## src/common/core_av_pkg.sv

```systemverilog
////////////////////////////////////////
// core av package
// widths, defaults and bundles shared by
// the video conditioner and the i2s path
////////////////////////////////////////

`default_nettype none

package core_av_pkg;

  ////////////////////////////////////////
  // video

  // 8 bits per channel, red on top
  typedef struct packed {
    logic [7:0] r;
    logic [7:0] g;
    logic [7:0] b;
  } rgb_t;

  // raw video as the console core makes it
  typedef struct packed {
    logic hblank;
    logic vblank;
    logic hsync;
    logic vsync;
    rgb_t color;
  } nes_video_t;

  // conditioned video toward the scaler
  typedef struct packed {
    logic de;
    logic hs;
    logic vs;
    rgb_t rgb;
  } scaler_video_t;

  // pixel ticks from raw hsync edge to output hs pulse
  localparam int HS_DELAY_DEFAULT = 7;

  ////////////////////////////////////////
  // audio

  // one stereo sample pair
  typedef struct packed {
    logic signed [15:0] left;
    logic signed [15:0] right;
  } audio_sample_t;

  // channel on the wire, lrck low is left
  typedef enum logic {
    chan_left  = 1'b0,
    chan_right = 1'b1
  } chan_t;

  // 74.25 MHz * 245760 / 742500 / 2 = 12.288 MHz mclk
  localparam int MCLK_INCR_DEFAULT = 245760;
  localparam int MCLK_MOD_DEFAULT  = 742500;
  localparam int ACCUM_W           = 22;

  // 32 bit clocks per slot, first 16 carry data
  localparam int I2S_SLOT_BITS = 32;
  localparam int I2S_DATA_BITS = 16;

endpackage

`default_nettype wire

```

## src/hw/video/video_sync_cond.sv

```systemverilog
////////////////////////////////////////
// video sync conditioner
// builds de, masked colour and single
// tick sync pulses for the scaler
////////////////////////////////////////

`timescale 1ns/10ps
`default_nettype none

module video_sync_cond #(
  parameter int hs_delay = core_av_pkg::HS_DELAY_DEFAULT
) (
  input  logic                       clk_74a,
  input  logic                       rst,
  input  logic                       pixel_ce,
  input  core_av_pkg::nes_video_t    nes_video,
  output core_av_pkg::scaler_video_t scaler_video
);

  // countdown wide enough to hold hs_delay
  localparam int CNT_W = $clog2(hs_delay + 1);
  localparam logic [CNT_W-1:0] HS_LOAD = CNT_W'(hs_delay);
  localparam logic [CNT_W-1:0] HS_FIRE = CNT_W'(1);

  // raw sync levels from the previous tick
  logic hsync_prev;
  logic vsync_prev;

  // ticks left until the delayed hs pulse
  logic [CNT_W-1:0] hs_cnt;

  logic hs_rise;
  logic vs_rise;
  logic active;

  ////////////////////////////////////////
  // edge detect and active area

  assign hs_rise = nes_video.hsync & ~hsync_prev;
  assign vs_rise = nes_video.vsync & ~vsync_prev;

  // visible only outside both blanking windows
  assign active = ~(nes_video.hblank | nes_video.vblank);

  ////////////////////////////////////////
  // registered outputs, advance on ticks

  always_ff @(posedge clk_74a) begin
    if (rst) begin
      hsync_prev       <= 1'b0;
      vsync_prev       <= 1'b0;
      hs_cnt           <= '0;
      scaler_video.de  <= 1'b0;
      scaler_video.hs  <= 1'b0;
      scaler_video.vs  <= 1'b0;
      scaler_video.rgb <= '0;
    end else if (pixel_ce) begin
      hsync_prev <= nes_video.hsync;
      vsync_prev <= nes_video.vsync;

      scaler_video.de <= active;
      // black outside the active area
      scaler_video.rgb <= active ? nes_video.color : '0;

      // one tick vs on the raw rising edge
      scaler_video.vs <= vs_rise;

      // hs fires on the last count of the window
      scaler_video.hs <= (hs_cnt == HS_FIRE);

      // fresh edge restarts the window
      if (hs_rise) begin
        hs_cnt <= HS_LOAD;
      end else if (hs_cnt != '0) begin
        hs_cnt <= hs_cnt - HS_FIRE;
      end
    end
  end

  ////////////////////////////////////////
  // checks

  // the hs delay exists to keep the two pulses apart
  a_hs_vs_apart : assert property (
    @(posedge clk_74a) disable iff (rst)
    !(scaler_video.hs && scaler_video.vs)
  );

endmodule

`default_nettype wire

```

## src/hw/audio/audio_clock_gen.sv

```systemverilog
////////////////////////////////////////
// audio clock generator
// fractional mclk from clk_74a, sclk as
// mclk / 4, sclk falling edge strobe
////////////////////////////////////////

`timescale 1ns/10ps
`default_nettype none

module audio_clock_gen #(
  parameter int mclk_incr = core_av_pkg::MCLK_INCR_DEFAULT,
  parameter int mclk_mod  = core_av_pkg::MCLK_MOD_DEFAULT
) (
  input  logic clk_74a,
  input  logic rst,
  output logic audio_mclk,
  output logic audio_sclk,
  output logic sclk_fall
);

  import core_av_pkg::*;

  localparam logic [ACCUM_W-1:0] INCR = ACCUM_W'(mclk_incr);
  localparam logic [ACCUM_W-1:0] MOD  = ACCUM_W'(mclk_mod);

  // phase accumulator, stays below mod + incr
  logic [ACCUM_W-1:0] accum;
  logic               mclk_toggle;
  logic               mclk_rise;

  // mclk rising edge count
  logic [1:0] mclk_div;

  ////////////////////////////////////////
  // master clock

  assign mclk_toggle = (accum >= MOD);
  // toggle while low means mclk goes high next
  assign mclk_rise = mclk_toggle & ~audio_mclk;

  always_ff @(posedge clk_74a) begin
    if (rst) begin
      accum      <= '0;
      audio_mclk <= 1'b0;
    end else if (mclk_toggle) begin
      accum      <= accum - MOD + INCR;
      audio_mclk <= ~audio_mclk;
    end else begin
      accum <= accum + INCR;
    end
  end

  ////////////////////////////////////////
  // bit clock, divide by four

  always_ff @(posedge clk_74a) begin
    if (rst) begin
      mclk_div  <= '0;
      sclk_fall <= 1'b0;
    end else begin
      if (mclk_rise) begin
        mclk_div <= mclk_div + 2'd1;
      end
      // 3 -> 0 drops the top bit, strobe lines up with sclk low
      sclk_fall <= mclk_rise && (mclk_div == 2'd3);
    end
  end

  assign audio_sclk = mclk_div[1];

  // serializer advances once per bit clock
  a_sclk_fall_single : assert property (
    @(posedge clk_74a) disable iff (rst)
    sclk_fall |=> !sclk_fall
  );

endmodule

`default_nettype wire

```

## src/hw/audio/i2s_serializer.sv

```systemverilog
////////////////////////////////////////
// i2s serializer
// one sample holding register, frame
// shifter and lrck, one bit per sclk
////////////////////////////////////////

`timescale 1ns/10ps
`default_nettype none

module i2s_serializer (
  input  logic                       clk_74a,
  input  logic                       rst,
  input  logic                       sclk_fall,
  input  logic                       sample_valid,
  input  core_av_pkg::audio_sample_t sample_data,
  output logic                       sample_ready,
  output logic                       audio_lrck,
  output logic                       audio_dac
);

  import core_av_pkg::*;

  localparam int SLOT_W  = $clog2(I2S_SLOT_BITS);
  localparam int FRAME_W = 2 * I2S_DATA_BITS;
  localparam logic [SLOT_W-1:0] SLOT_LAST = SLOT_W'(I2S_SLOT_BITS - 1);
  localparam logic [SLOT_W-1:0] DATA_END  = SLOT_W'(I2S_DATA_BITS);

  // each channel halved behind a zero bit
  function automatic logic [FRAME_W-1:0] frame_word(audio_sample_t s);
    frame_word = {1'b0, s.left[I2S_DATA_BITS-1:1], 1'b0, s.right[I2S_DATA_BITS-1:1]};
  endfunction

  ////////////////////////////////////////
  // holding register

  audio_sample_t hold_data;
  logic          hold_full;
  // last framed pair for repeats on underrun
  audio_sample_t last_sample;

  logic xfer;
  logic slot_wrap;
  logic frame_start;
  logic take_hold;

  // frame state
  chan_t              chan;
  logic [SLOT_W-1:0]  slot_cnt;
  logic [FRAME_W-1:0] shifter;

  assign sample_ready = ~hold_full;
  assign xfer         = sample_valid & sample_ready;

  // right to left at end of slot starts a frame
  assign slot_wrap   = sclk_fall && (slot_cnt == SLOT_LAST);
  assign frame_start = slot_wrap && (chan == chan_right);
  assign take_hold   = frame_start && hold_full;

  // payload of the held sample
  always_ff @(posedge clk_74a) begin
    if (xfer) begin
      hold_data <= sample_data;
    end
  end

  always_ff @(posedge clk_74a) begin
    if (rst) begin
      hold_full <= 1'b0;
    end else if (xfer) begin
      hold_full <= 1'b1;
    end else if (take_hold) begin
      hold_full <= 1'b0;
    end
  end

  ////////////////////////////////////////
  // shifter and channel

  always_ff @(posedge clk_74a) begin
    if (rst) begin
      chan        <= chan_left;
      slot_cnt    <= '0;
      shifter     <= '0;
      audio_dac   <= 1'b0;
      last_sample <= '0;
    end else if (sclk_fall) begin
      audio_dac <= shifter[FRAME_W-1];
      slot_cnt  <= slot_cnt + SLOT_W'(1);

      if (slot_wrap) begin
        chan <= (chan == chan_left) ? chan_right : chan_left;
        // reload only going right to left
        if (take_hold) begin
          shifter     <= frame_word(hold_data);
          last_sample <= hold_data;
        end else if (frame_start) begin
          shifter <= frame_word(last_sample);
        end
      end else if (slot_cnt < DATA_END) begin
        // 16 shifts per slot then hold
        shifter <= {shifter[FRAME_W-2:0], 1'b0};
      end
    end
  end

  assign audio_lrck = (chan == chan_right);

  // a held sample stays put until a frame takes it
  a_hold_kept : assert property (
    @(posedge clk_74a) disable iff (rst)
    (hold_full && !take_hold) |=> (hold_full && $stable(hold_data))
  );

endmodule

`default_nettype wire

```

## src/hw/core_av_top.sv

```systemverilog
////////////////////////////////////////
// core av top
// video conditioner for the scaler and
// the i2s audio chain, side by side
////////////////////////////////////////

`timescale 1ns/10ps
`default_nettype none

module core_av_top #(
  parameter int hs_delay  = core_av_pkg::HS_DELAY_DEFAULT,
  parameter int mclk_incr = core_av_pkg::MCLK_INCR_DEFAULT,
  parameter int mclk_mod  = core_av_pkg::MCLK_MOD_DEFAULT
) (
  input  logic                       clk_74a,
  input  logic                       rst,

  // raw video, pixel_ce marks a pixel
  input  logic                       pixel_ce,
  input  core_av_pkg::nes_video_t    nes_video,
  output core_av_pkg::scaler_video_t scaler_video,

  // sample stream in
  input  logic                       sample_valid,
  input  core_av_pkg::audio_sample_t sample_data,
  output logic                       sample_ready,

  // i2s pins
  output logic                       audio_mclk,
  output logic                       audio_sclk,
  output logic                       audio_lrck,
  output logic                       audio_dac
);

  // bit clock falling edge as a clk_74a enable
  logic sclk_fall;

  ////////////////////////////////////////
  // video

  video_sync_cond #(
    .hs_delay (hs_delay)
  ) video_sync_cond_inst (
    .clk_74a      (clk_74a),
    .rst          (rst),
    .pixel_ce     (pixel_ce),
    .nes_video    (nes_video),
    .scaler_video (scaler_video)
  );

  ////////////////////////////////////////
  // audio

  audio_clock_gen #(
    .mclk_incr (mclk_incr),
    .mclk_mod  (mclk_mod)
  ) audio_clock_gen_inst (
    .clk_74a    (clk_74a),
    .rst        (rst),
    .audio_mclk (audio_mclk),
    .audio_sclk (audio_sclk),
    .sclk_fall  (sclk_fall)
  );

  // shifts on sclk falling edges from the clock gen
  i2s_serializer i2s_serializer_inst (
    .clk_74a      (clk_74a),
    .rst          (rst),
    .sclk_fall    (sclk_fall),
    .sample_valid (sample_valid),
    .sample_data  (sample_data),
    .sample_ready (sample_ready),
    .audio_lrck   (audio_lrck),
    .audio_dac    (audio_dac)
  );

endmodule

`default_nettype wire

```

## config.mk

```make
export PLATFORM = sky130hd
export DESIGN_NAME = core_av_top
export DESIGN_NICKNAME = d
export VERILOG_FILES = /design/src/common/core_av_pkg.sv /design/src/hw/video/video_sync_cond.sv /design/src/hw/audio/audio_clock_gen.sv /design/src/hw/audio/i2s_serializer.sv /design/src/hw/core_av_top.sv
export SDC_FILE = /design/constraint.sdc
export NUM_CORES = 1
export LEC_CHECK = 0
export BUFFER_PORTS_ARGS = -buffer_cell sky130_fd_sc_hd__buf_2
export CAP_MARGIN = 20
export CORE_MARGIN = 5
export CORE_UTILIZATION = 50
export CTS_CLUSTER_DIAMETER = 50
export DETAILED_ROUTE_END_ITERATION = 10
export PLACE_DENSITY = 0.71
export SLEW_MARGIN = 5
export SYNTH_ARGS = -nofsm -noshare
export SYNTH_HDL_FRONTEND = slang
export SYNTH_SLANG_ARGS = --single-unit
```

## constraint.sdc

```tcl
create_clock -name clk_74a -period 5.25 [get_ports clk_74a]
set_input_delay 1.05 -clock clk_74a [delete_from_list [all_inputs] [get_ports clk_74a]]
set_output_delay 1.05 -clock clk_74a [all_outputs]
set_load 0.01 [all_outputs]
```

==> results.ini, run 1 <==
[final_layout]
final_cells = 903
diodes = 0
fin_nets = 794
drive_gt1_frac = 0.218
synthToLayoutAreaGrowth_pct = 17.8
stdcell_area_um2 = 7500

[power]
p_int_mw = 2.10
clkPwrFrac = 0.409
swShare = 0.268
pwr-share-seq = 0.468
p_sw_mw = 0.767
p_leak_nw = 3.17
powerDensity_nw_per_um2 = 382
p_comb_frac = 0.123
ir_worst_vdd_mv = 0.300

[global_route]
gr-total-overflow = 0
grt_max_degree = 81
grt.total_usage = 0.171
grt_pass1_wl_um = 20600
grt_antenna_before_repair = 0
grt_pass1_vias = 4575

[critical_path]
crit_required_ns = 5.60
cp_max_fo = 61
max_stage_delay_ns = 0.86
crit_start = i2s_serializer_inst.slot_cnt[0]$_SDFFE_PP0P_
critPathCaptureType = flop
worst_ep_arrival_time_ns = 3.08
crit_path_frequent_cell = ha_1
r2r_start = i2s_serializer_inst.slot_cnt[0]$_SDFFE_PP0P_
worstPathCellList = ha_1 -> and3_1 -> ha_1 -> and2_2 -> a21oi_4 -> buf_4 -> a211oi_1 -> a21oi_1 -> nor2_1
startpoint_type = flop
path_class = flop to flop
crit_path_top_delay_cell = and2_2

[clock_network]
cts_root_buf = clkbuf_16
cts_setup_buffers = 0
cts_tree = built
postCtsHoldBufs = 0
insertion_delay_ns = 0.42
cts_max_path_buffers = 2
htree_levels = 4
cts.sinks = 156
numCtsBuffers = 17
cts-resized-gates = 0
clk_pin_slew_ns = 0.06

[yosys]
synth-main-ff-cell = dfxtp_1
synth-edff-count = 30
ys_top_cells_by_area = dfxtp_1 40%, edfxtp_1 14%, nor2_1 8.7%, mux2i_1 5.8%, a211oi_1 3.8%
yosys_warnings = 0
synth_common_cells = 148 x nor2_1, 126 x dfxtp_1, 47 x a21oi_1
synthesis.instances = 642
syn_nets = 718
ys_types = 54
synth_area_leader_cell = dfxtp_1
yosysMostFrequentCell = nor2_1
netlist.area_leader.share = 0.396
ys_seq_area_frac = 0.537
ys_seq_elements = 156
async_reset_ff_frac = 0
syn_area_um2 = 6370
syn-mean-instance-area_um2 = 9.92

[sta]
rsz0062_at_grt = no
drv_slew = 0
hold_viol_final = 0
slew_headroom = 0.297
fmax_mhz = 367
finalCriticalPeriod_ns = 2.73
fin_hold_ws_ns = 0.464
setup_viol = 0
fin_crit_sh = 0.519
worst_slew_pin_slew_ns = 1.05
final.setup.tns_ns = 0
fin_ws_ns = 2.52
fin_skew_ns = 0.00710

[placement]
dp_hpwl_um = 8170
dpl_cell_area_um2 = 6940
place.port_buffers = 93
dp_cells = 871
gp_congestion = 0.832
dp_slack_ns = 2.43

[floorplan]
initial_utilization = 0.507
chipHeight_um = 123
fp.coreArea_um2 = 12600
rows = 41
fp.dieW_um = 123
io_pins = 96
die_area_um2 = 15100

[drt]
initialDrtViolationCount = 342
final_antenna_net_count = 0
viasPerCell = 5.31
wire_per_inst_um = 14.0
vias = 4796
drc = 0
drt-pass1-iter-count = 5
wirelength_um = 12600

[min_path]
hold_class = flop to flop
hp-start = video_sync_cond_inst.scaler_video[25]$_SDFFE_PP0P_

[status]
outcome = finished clean

[run]
drv_cap = 0

## cell usage in the layout, fill, tap and decap left out, types with 5 or more instances in the layout
cell type	count
nor2_1	148
dfxtp_1	126
buf_2	92
a21oi_1	46
mux2i_1	37
a211oi_1	32
edfxtp_1	30
a22oi_1	26
nand2_1	17
clkbuf_16	17
nor2b_1	15
o21ai_0	13
ha_1	12
inv_1	11
mux2_2	11
nor3_1	6
buf_4	6
and3_1	5
## cells by family after synthesis
group,Yosys count,synth area share
AND/OR/NAND/NOR,214,0.149
flip-flops,156,0.537
AO/OA/AOI/OAI,150,0.164
buffers and inverters,54,0.0350
multiplexers,51,0.0847
adder cells (fa/ha/maj),12,0.0236
XOR/XNOR,5,0.00688
## flip-flops by register name, indices dropped and copies added, names as in the netlist
register / flops
video_sync_cond_inst.hs_cnt: 3
audio_clock_gen_inst.mclk_div: 2
i2s_serializer_inst.slot_cnt: 5
i2s_serializer_inst.audio_dac: 1
i2s_serializer_inst.last_sample: 30
audio_clock_gen_inst.audio_mclk: 1
i2s_serializer_inst.hold_data: 30
video_sync_cond_inst.hsync_prev: 1
video_sync_cond_inst.vsync_prev: 1
audio_clock_gen_inst.sclk_fall: 1
i2s_serializer_inst.hold_full: 1
audio_clock_gen_inst.accum: 20
i2s_serializer_inst.audio_lrck: 1
video_sync_cond_inst.scaler_video: 27
i2s_serializer_inst.shifter: 32
## metrics by stage
stage / power [mW] / util
after floorplan: 1.62 / -
after global placement: 1.70 / 0.552
after detailed placement: 1.72 / 0.552
after CTS: 2.89 / 0.597
after global routing: 2.99 / 0.597
final: 2.86 / 0.597
## cell type report
class	count	area (um2)
multi-input cells	432	2740
well taps	172	215
repair buffers	98	505
inverters	13	48.8
fillers	1043	5070
flip-flops and latches	156	3420
clock inverters	14	135
clock buffers	18	429
## final timing paths
check             cells after the start                                            endpoint  slack (ns)
hold / removal                        2  video_sync_cond_inst.scaler_video[25]$_SDFFE_PP0P_        0.46
setup / recovery                      9        i2s_serializer_inst.shifter[16]$_SDFFE_PP0P_        2.52
setup reg to reg                      9        i2s_serializer_inst.shifter[16]$_SDFFE_PP0P_        2.52
hold reg to reg                       2  video_sync_cond_inst.scaler_video[25]$_SDFFE_PP0P_        0.46
## per-layer routing
| layer | up-vias | global-route usage | wire length (um) |
|---|---|---|---|
| met3 | 20 | 0.0521 | 565 |
| met2 | 103 | 0.283 | 6270 |
| li1 | 2440 | - | - |
| met5 | - | 0 | 0 |
| met4 | 0 | 0.0679 | 240 |
| met1 | 2233 | 0.207 | 5560 |
## power by group through the flow
stage | combinational [mW] | sequential, mW | clock (mW)
floorplan | 0.269 | 1.35 | 0
CTS | 0.351 | 1.34 | 1.20
detailed placement | 0.349 | 1.37 | 0
global placement | 0.338 | 1.36 | 0
global route | 0.390 | 1.35 | 1.25
finish | 0.351 | 1.34 | 1.17
## worst max-delay path: cells and delay by family, from the launching register on
family	cells	cell delay, ns
AOI/OAI and AO/OA	3	0.43
adders and majority gates	2	0.36
buffers and inverters	1	0.34
DFF	1	0.37
and+or+nand+nor	3	1.15
Note: power is estimated with default switching activity, not from simulation.
==> run 2: changes to the inputs <==
- ABC_AREA: unset -> 1
- PLACE_DENSITY: 0.71 -> 0.74
- clock period: 5.25 -> 2.5 ns (I/O delays scaled with it)
==> results.ini, run 2 <==
[status]
outcome = finished clean

[global_route]
grt.total_usage = 0.178
grt_pass1_wl_um = 23500
gr-total-overflow = 0
grt_pass1_vias = 5158
top_usage_layer = met2
met3_usage = 0.0465
met2_usage = 0.300
grt_antenna_before_repair = 0
grt_max_degree = 59
use_met1 = 0.222

[clock_network]
numCtsBuffers = 17
cts_max_path_buffers = 2
htree_levels = 4
cts-resized-gates = 0
insertion_delay_ns = 0.42
postCtsHoldBufs = 0
cts.sinks = 156
cts_root_buf = clkbuf_16
clk_pin_slew_ns = 0.07
cts_setup_buffers = 0
cts_tree = built

[critical_path]
crit_required_ns = 2.85
path_class = flop to flop
worst_ep_arrival_time_ns = 2.64
cp_max_fo = 23
critPathCaptureType = flop
startpoint_type = flop

[yosys]
synthesis.instances = 795
ys_seq_area_frac = 0.514
netlist.area_leader.share = 0.379
ys_types = 43
synth-edff-count = 30
syn-mean-instance-area_um2 = 8.37
synth-main-ff-cell = dfxtp_1
yosysMostFrequentCell = dfxtp_1
synth_area_leader_cell = dfxtp_1
ys_seq_elements = 156
async_reset_ff_frac = 0
ys_top_cells_by_area = dfxtp_1 38%, edfxtp_1 14%, a21oi_1 7.7%, nand2_1 6.5%, o21ai_0 5.0%
syn_area_um2 = 6650
syn_nets = 871
yosys_warnings = 0
synth_common_cells = 126 x dfxtp_1, 116 x nand2_1, 103 x a21oi_1

[drt]
drt-pass1-iter-count = 4
drc = 0
final_antenna_net_count = 0
wirelength_um = 13500
vias = 5412
wire_per_inst_um = 12.6
initialDrtViolationCount = 411
viasPerCell = 5.06

[sta]
fin_skew_ns = 0.00703
finalCriticalPeriod_ns = 2.28
hold_viol_final = 0
worst_slew_pin_slew_ns = 0.500
setup_viol = 0
drv_slew = 0
fmax_mhz = 438
rsz0062_at_grt = no
final.setup.tns_ns = 0
fin_crit_sh = 0.913
slew_headroom = 0.667

[placement]
gp_congestion = 0.918
place.port_buffers = 93
dpl_cell_area_um2 = 7280
dp_hpwl_um = 8870

[power]
p_leak_nw = 3.19
powerDensity_nw_per_um2 = 808
ir_worst_vdd_mv = 0.789
finalPower_mw = 6.32

[final_layout]
diodes = 0
reg.largest.list = i2s_serializer_inst.shifter x32, i2s_serializer_inst.hold_data x30, i2s_serializer_inst.last_sample x30
largest_reg_flops = 32
layout_commonest_cell = dfxtp_1
post-route-util = 0.596
synthToLayoutAreaGrowth_pct = 17.6
layout_common_cells = 126 x dfxtp_1, 116 x nand2_1, 103 x a21oi_1, 93 x buf_2, 77 x nor2_1
fin_nets = 956
top_register = i2s_serializer_inst.shifter
drive_gt1_frac = 0.206
stdcell_area_um2 = 7830

[floorplan]
initial_utilization = 0.506
rows = 42
die_area_um2 = 15700
chipHeight_um = 125
fp.coreArea_um2 = 13100
fp.dieW_um = 125
io_pins = 96

[min_path]
hold_class = input pin to flop

[run]
drv_cap = 0

-- run 2: changes by cell type after synthesis, sizes merged, moves of 58 or more --
cell   delta
nand3    +58
nor2     -62
o21ai    +58
nand2   +104
a21oi    +61
or2      +58
-- run 2: critical path, cell delays in order, from the launching register on --
cell,delay [ns]
dfxtp_1,0.37
ha_1,0.20
inv_1,0.06
nor3_1,0.17
ha_2,0.27
nand2_4,0.07
nor2_4,0.15
nand2_2,0.07
inv_2,0.17
buf_12,0.19
o21ai_0,0.11
or2_1,0.24
a21oi_1,0.14
-- run 2: where the power goes --
part           switching (mW)  total, mW  internal, mW
sequential              0.131       2.85          2.72
clock                    1.05       2.34          1.28
combinational           0.704       1.13         0.426
-- run 2: area by class of cell --
type	count	area [um2]
clock buffers	17	425
clock inverters	15	115
fillers	1230	5310
inverters	47	176
multi-input cells	549	2870
flip-flops and latches	156	3420
well taps	176	220
repair buffers	109	598
-- run 2: worst paths after layout --
check | startpoint | endpoint | slack, ns | cells after the start
worst min-delay path | sample_data[26] | i2s_serializer_inst.hold_data[26]$_DFFE_PP_ | 0.25 | 1
worst min register to register | video_sync_cond_inst.scaler_video[2]$_SDFFE_PP0P_ | video_sync_cond_inst.scaler_video[2]$_SDFFE_PP0P_ | 0.46 | 2
worst max register to register | i2s_serializer_inst.slot_cnt[1]$_SDFFE_PP0P_ | i2s_serializer_inst.shifter[2]$_SDFFE_PP0P_ | 0.22 | 12
worst max-delay path | i2s_serializer_inst.slot_cnt[1]$_SDFFE_PP0P_ | i2s_serializer_inst.shifter[2]$_SDFFE_PP0P_ | 0.22 | 12
-- run 2: logic make-up after synthesis --
| logic type | count (synthesis) | synth area share |
|---|---|---|
| DFF | 156 | 0.514 |
| adders and majority gates | 12 | 0.0226 |
| and+or+nand+nor | 338 | 0.243 |
| AOI/OAI and AO/OA | 192 | 0.155 |
| xor gates and xnor gates | 7 | 0.00921 |
| buffers and inverters | 90 | 0.0553 |
-- run 2: layer usage --
metal | vias to the layer above | wire length (um)
met2 | 101 | 6400
met1 | 2477 | 6200
met4 | 0 | 157
met3 | 14 | 720
li1 | 2820 | -
met5 | - | 0
-- run 2: stage by stage --
| step | hold slack, ns | std cells | setup WS [ns] |
|---|---|---|---|
| final | 0.246 | 1069 | 0.217 |
| after CTS | 0.224 | 1069 | 0.187 |
| after global routing | 0.226 | 1069 | 0.0148 |
| after floorplan | 0.440 | 795 | 0.263 |
| after detailed placement | 0.453 | 1037 | 0.213 |
| after global placement | 0.449 | 1037 | 0.291 |
==> run 3: changes to the inputs <==
- CORE_ASPECT_RATIO: unset -> 2
- SYNTH_HIERARCHICAL: unset -> 1
==> results.ini, run 3 <==
[critical_path]
crit_end = i2s_serializer_inst/shifter[31]$_SDFFE_PP0P_
timing.rr.end = i2s_serializer_inst/shifter[31]$_SDFFE_PP0P_
startpoint_type = flop
cp_max_fo = 32
r2r_start = i2s_serializer_inst/slot_cnt[0]$_SDFFE_PP0P_
cp_top_family = simple AND/OR/NAND/NOR gates
critPathCaptureType = flop
path_class = flop to flop
max_stage_delay_ns = 0.45
path_buf_inv = 2
crit_path_top_delay_cell = nand2_2
r2r_cells = 10
crit_cells = 10
rrSetupSlack_ns = 0.39
crit_start = i2s_serializer_inst/slot_cnt[0]$_SDFFE_PP0P_
worst_ep_arrival_time_ns = 2.40
crit_required_ns = 2.79
worstPathCellList = ha_1 -> and3_1 -> ha_1 -> nand2_2 -> inv_2 -> nand2_1 -> nand2_2 -> inv_1 -> nand2_1 -> a21oi_1

[yosys]
syn_area_um2 = 7050
netlist.area_leader.share = 0.358
ys_seq_elements = 156
ys_top_cells_by_area = dfxtp_1 36%, edfxtp_1 13%, nand2_1 10%, nand3_1 8.2%, a21oi_1 6.2%
synthesis.instances = 915
yosys_warnings = 6
synth_common_cells = 195 x nand2_1, 126 x dfxtp_1, 116 x nand3_1
synth-main-ff-cell = dfxtp_1
synth_area_leader_cell = dfxtp_1
syn_nets = 991
syn-mean-instance-area_um2 = 7.70
async_reset_ff_frac = 0
synth-edff-count = 30
yosysMostFrequentCell = nand2_1
ys_types = 37
ys_seq_area_frac = 0.486

[global_route]
grt_antenna_before_repair = 0
grt_pass1_vias = 5827
gr-total-overflow = 0
grt_pass1_wl_um = 26600
grt_max_degree = 38
grt.total_usage = 0.200

[placement]
dpl_cell_area_um2 = 7620
dp_hpwl_um = 11200
place.port_buffers = 93
gp_congestion = 0.919

[final_layout]
synthToLayoutAreaGrowth_pct = 16.1
reg.largest.list = i2s_serializer_inst/shifter x32, i2s_serializer_inst/hold_data x30, i2s_serializer_inst/last_sample x30
layout_commonest_cell = nand2_1
top_register = i2s_serializer_inst/shifter
drive_gt1_frac = 0.170
fin_nets = 1069
stdcell_area_um2 = 8180
layout_common_cells = 195 x nand2_1, 126 x dfxtp_1, 116 x nand3_1, 95 x inv_1, 93 x buf_2
post-route-util = 0.589
largest_reg_flops = 32

[min_path]
hold_class = input pin to flop

[drt]
wirelength_um = 16500
vias = 6160
initialDrtViolationCount = 269
viasPerCell = 5.15
final_antenna_net_count = 0
drc = 0
drt-pass1-iter-count = 5
wire_per_inst_um = 13.8

[power]
powerDensity_nw_per_um2 = 836
ir_worst_vdd_mv = 0.582
finalPower_mw = 6.84
p_leak_nw = 3.57

[sta]
worst_slew_pin_slew_ns = 0.583
drv_slew = 0
slew_headroom = 0.610
fin_skew_ns = 0.0131
hold_viol_final = 0
finalCriticalPeriod_ns = 2.11
fin_hold_ws_ns = 0.250
final.setup.tns_ns = 0
rsz0062_at_grt = no
setup_viol = 0
fin_crit_sh = 0.843
fmax_mhz = 474

[floorplan]
rows = 61
io_pins = 96
die_area_um2 = 16700
initial_utilization = 0.507
fp.coreArea_um2 = 13900
fp.dieW_um = 93.9
chipHeight_um = 178

[clock_network]
cts_tree = built
insertion_delay_ns = 0.42
cts_root_buf = clkbuf_16
postCtsHoldBufs = 0
cts-resized-gates = 0
numCtsBuffers = 17
clk_pin_slew_ns = 0.07
cts.sinks = 156
cts_setup_buffers = 0
htree_levels = 4
cts_max_path_buffers = 2

[run]
drv_cap = 0

[status]
outcome = finished clean

[run 3: cell types whose count changed in the layout (fill, tap and decap cells not counted), sizes merged, moves of 3 or more]
| cell | change |
|---|---|
| xor2 | -3 |
| clkbuf | +3 |
| clkinv | -5 |
| inv | +60 |
| or2 | -59 |
| o21ai | -23 |
| nor2 | -4 |
| nand3 | +60 |
| nand4 | +4 |
| a21oi | -24 |
| nor3 | -5 |
| nand2 | +81 |
| a21boi | +29 |
[run 3: area by class of cell]
class	count	area [um2]
clock buffer	20	458
antenna	1	2.50
tap	189	236
inverter	106	398
sequential	156	3420
fill	1332	5710
timing repair buffer	108	591
clock inverter	12	98.8
multi-input combinational	604	2970
[run 3: routing by layer]
layer | routed length (um) | global-route usage | up-vias
met5 | 0 | 0 | -
met4 | 353 | 0.0862 | 0
met3 | 561 | 0.0339 | 22
met2 | 9210 | 0.376 | 109
met1 | 6360 | 0.211 | 2895
li1 | - | - | 3134
[run 3: worst register-to-register path: stages (launching register included)]
cell     delay [ns]
dfxtp_1        0.38
ha_1           0.21
and3_1         0.17
ha_1           0.22
nand2_2        0.09
inv_2          0.07
nand2_1        0.07
nand2_2        0.45
inv_1          0.17
nand2_1        0.09
a21oi_1        0.06
[run 3: metrics by stage]
step	std cells	worst slack, ns
global placement	1163	0.450
finish	1196	0.392
detailed placement	1163	0.427
global route	1195	0.216
CTS	1195	0.412
floorplan	915	0.115
[run 3: where the power goes]
group | internal (mW) | switching [mW]
clock | 1.36 | 1.10
sequential | 2.78 | 0.223
combinational | 0.479 | 0.905
total | 4.61 | 2.23
[run 3: kinds of logic (layout without fill, tap and decap cells)]
group,count (synthesis),in the layout,share of synthesized area
AND/OR/NAND/NOR,417,417,0.259
AO/OA/AOI/OAI,171,171,0.135
flip-flops,156,156,0.486
buffers and inverters,155,246,0.0938
adder cells (fa/ha/maj),12,12,0.0213
XOR/XNOR,4,4,0.00497
other,0,1,0
[run 3: worst min path at each step]
| stage | end | slack [ns] | start | cells after the start |
|---|---|---|---|---|
| 2_1_floorplan | audio_clock_gen_inst/accum[21]$_SDFF_PP0_ | 0.42 | audio_clock_gen_inst/accum[21]$_SDFF_PP0_ | 2 |
| 3_3_place_gp | audio_clock_gen_inst/accum[21]$_SDFF_PP0_ | 0.43 | audio_clock_gen_inst/accum[21]$_SDFF_PP0_ | 2 |
| 3_5_place_dp | audio_clock_gen_inst/accum[21]$_SDFF_PP0_ | 0.44 | audio_clock_gen_inst/accum[21]$_SDFF_PP0_ | 2 |
| 4_1_cts | i2s_serializer_inst/hold_data[7]$_DFFE_PP_ | 0.24 | sample_data[7] | 1 |
| 5_1_grt | i2s_serializer_inst/hold_data[28]$_DFFE_PP_ | 0.24 | sample_data[28] | 1 |
| 6_report | i2s_serializer_inst/hold_data[30]$_DFFE_PP_ | 0.25 | sample_data[30] | 1 |
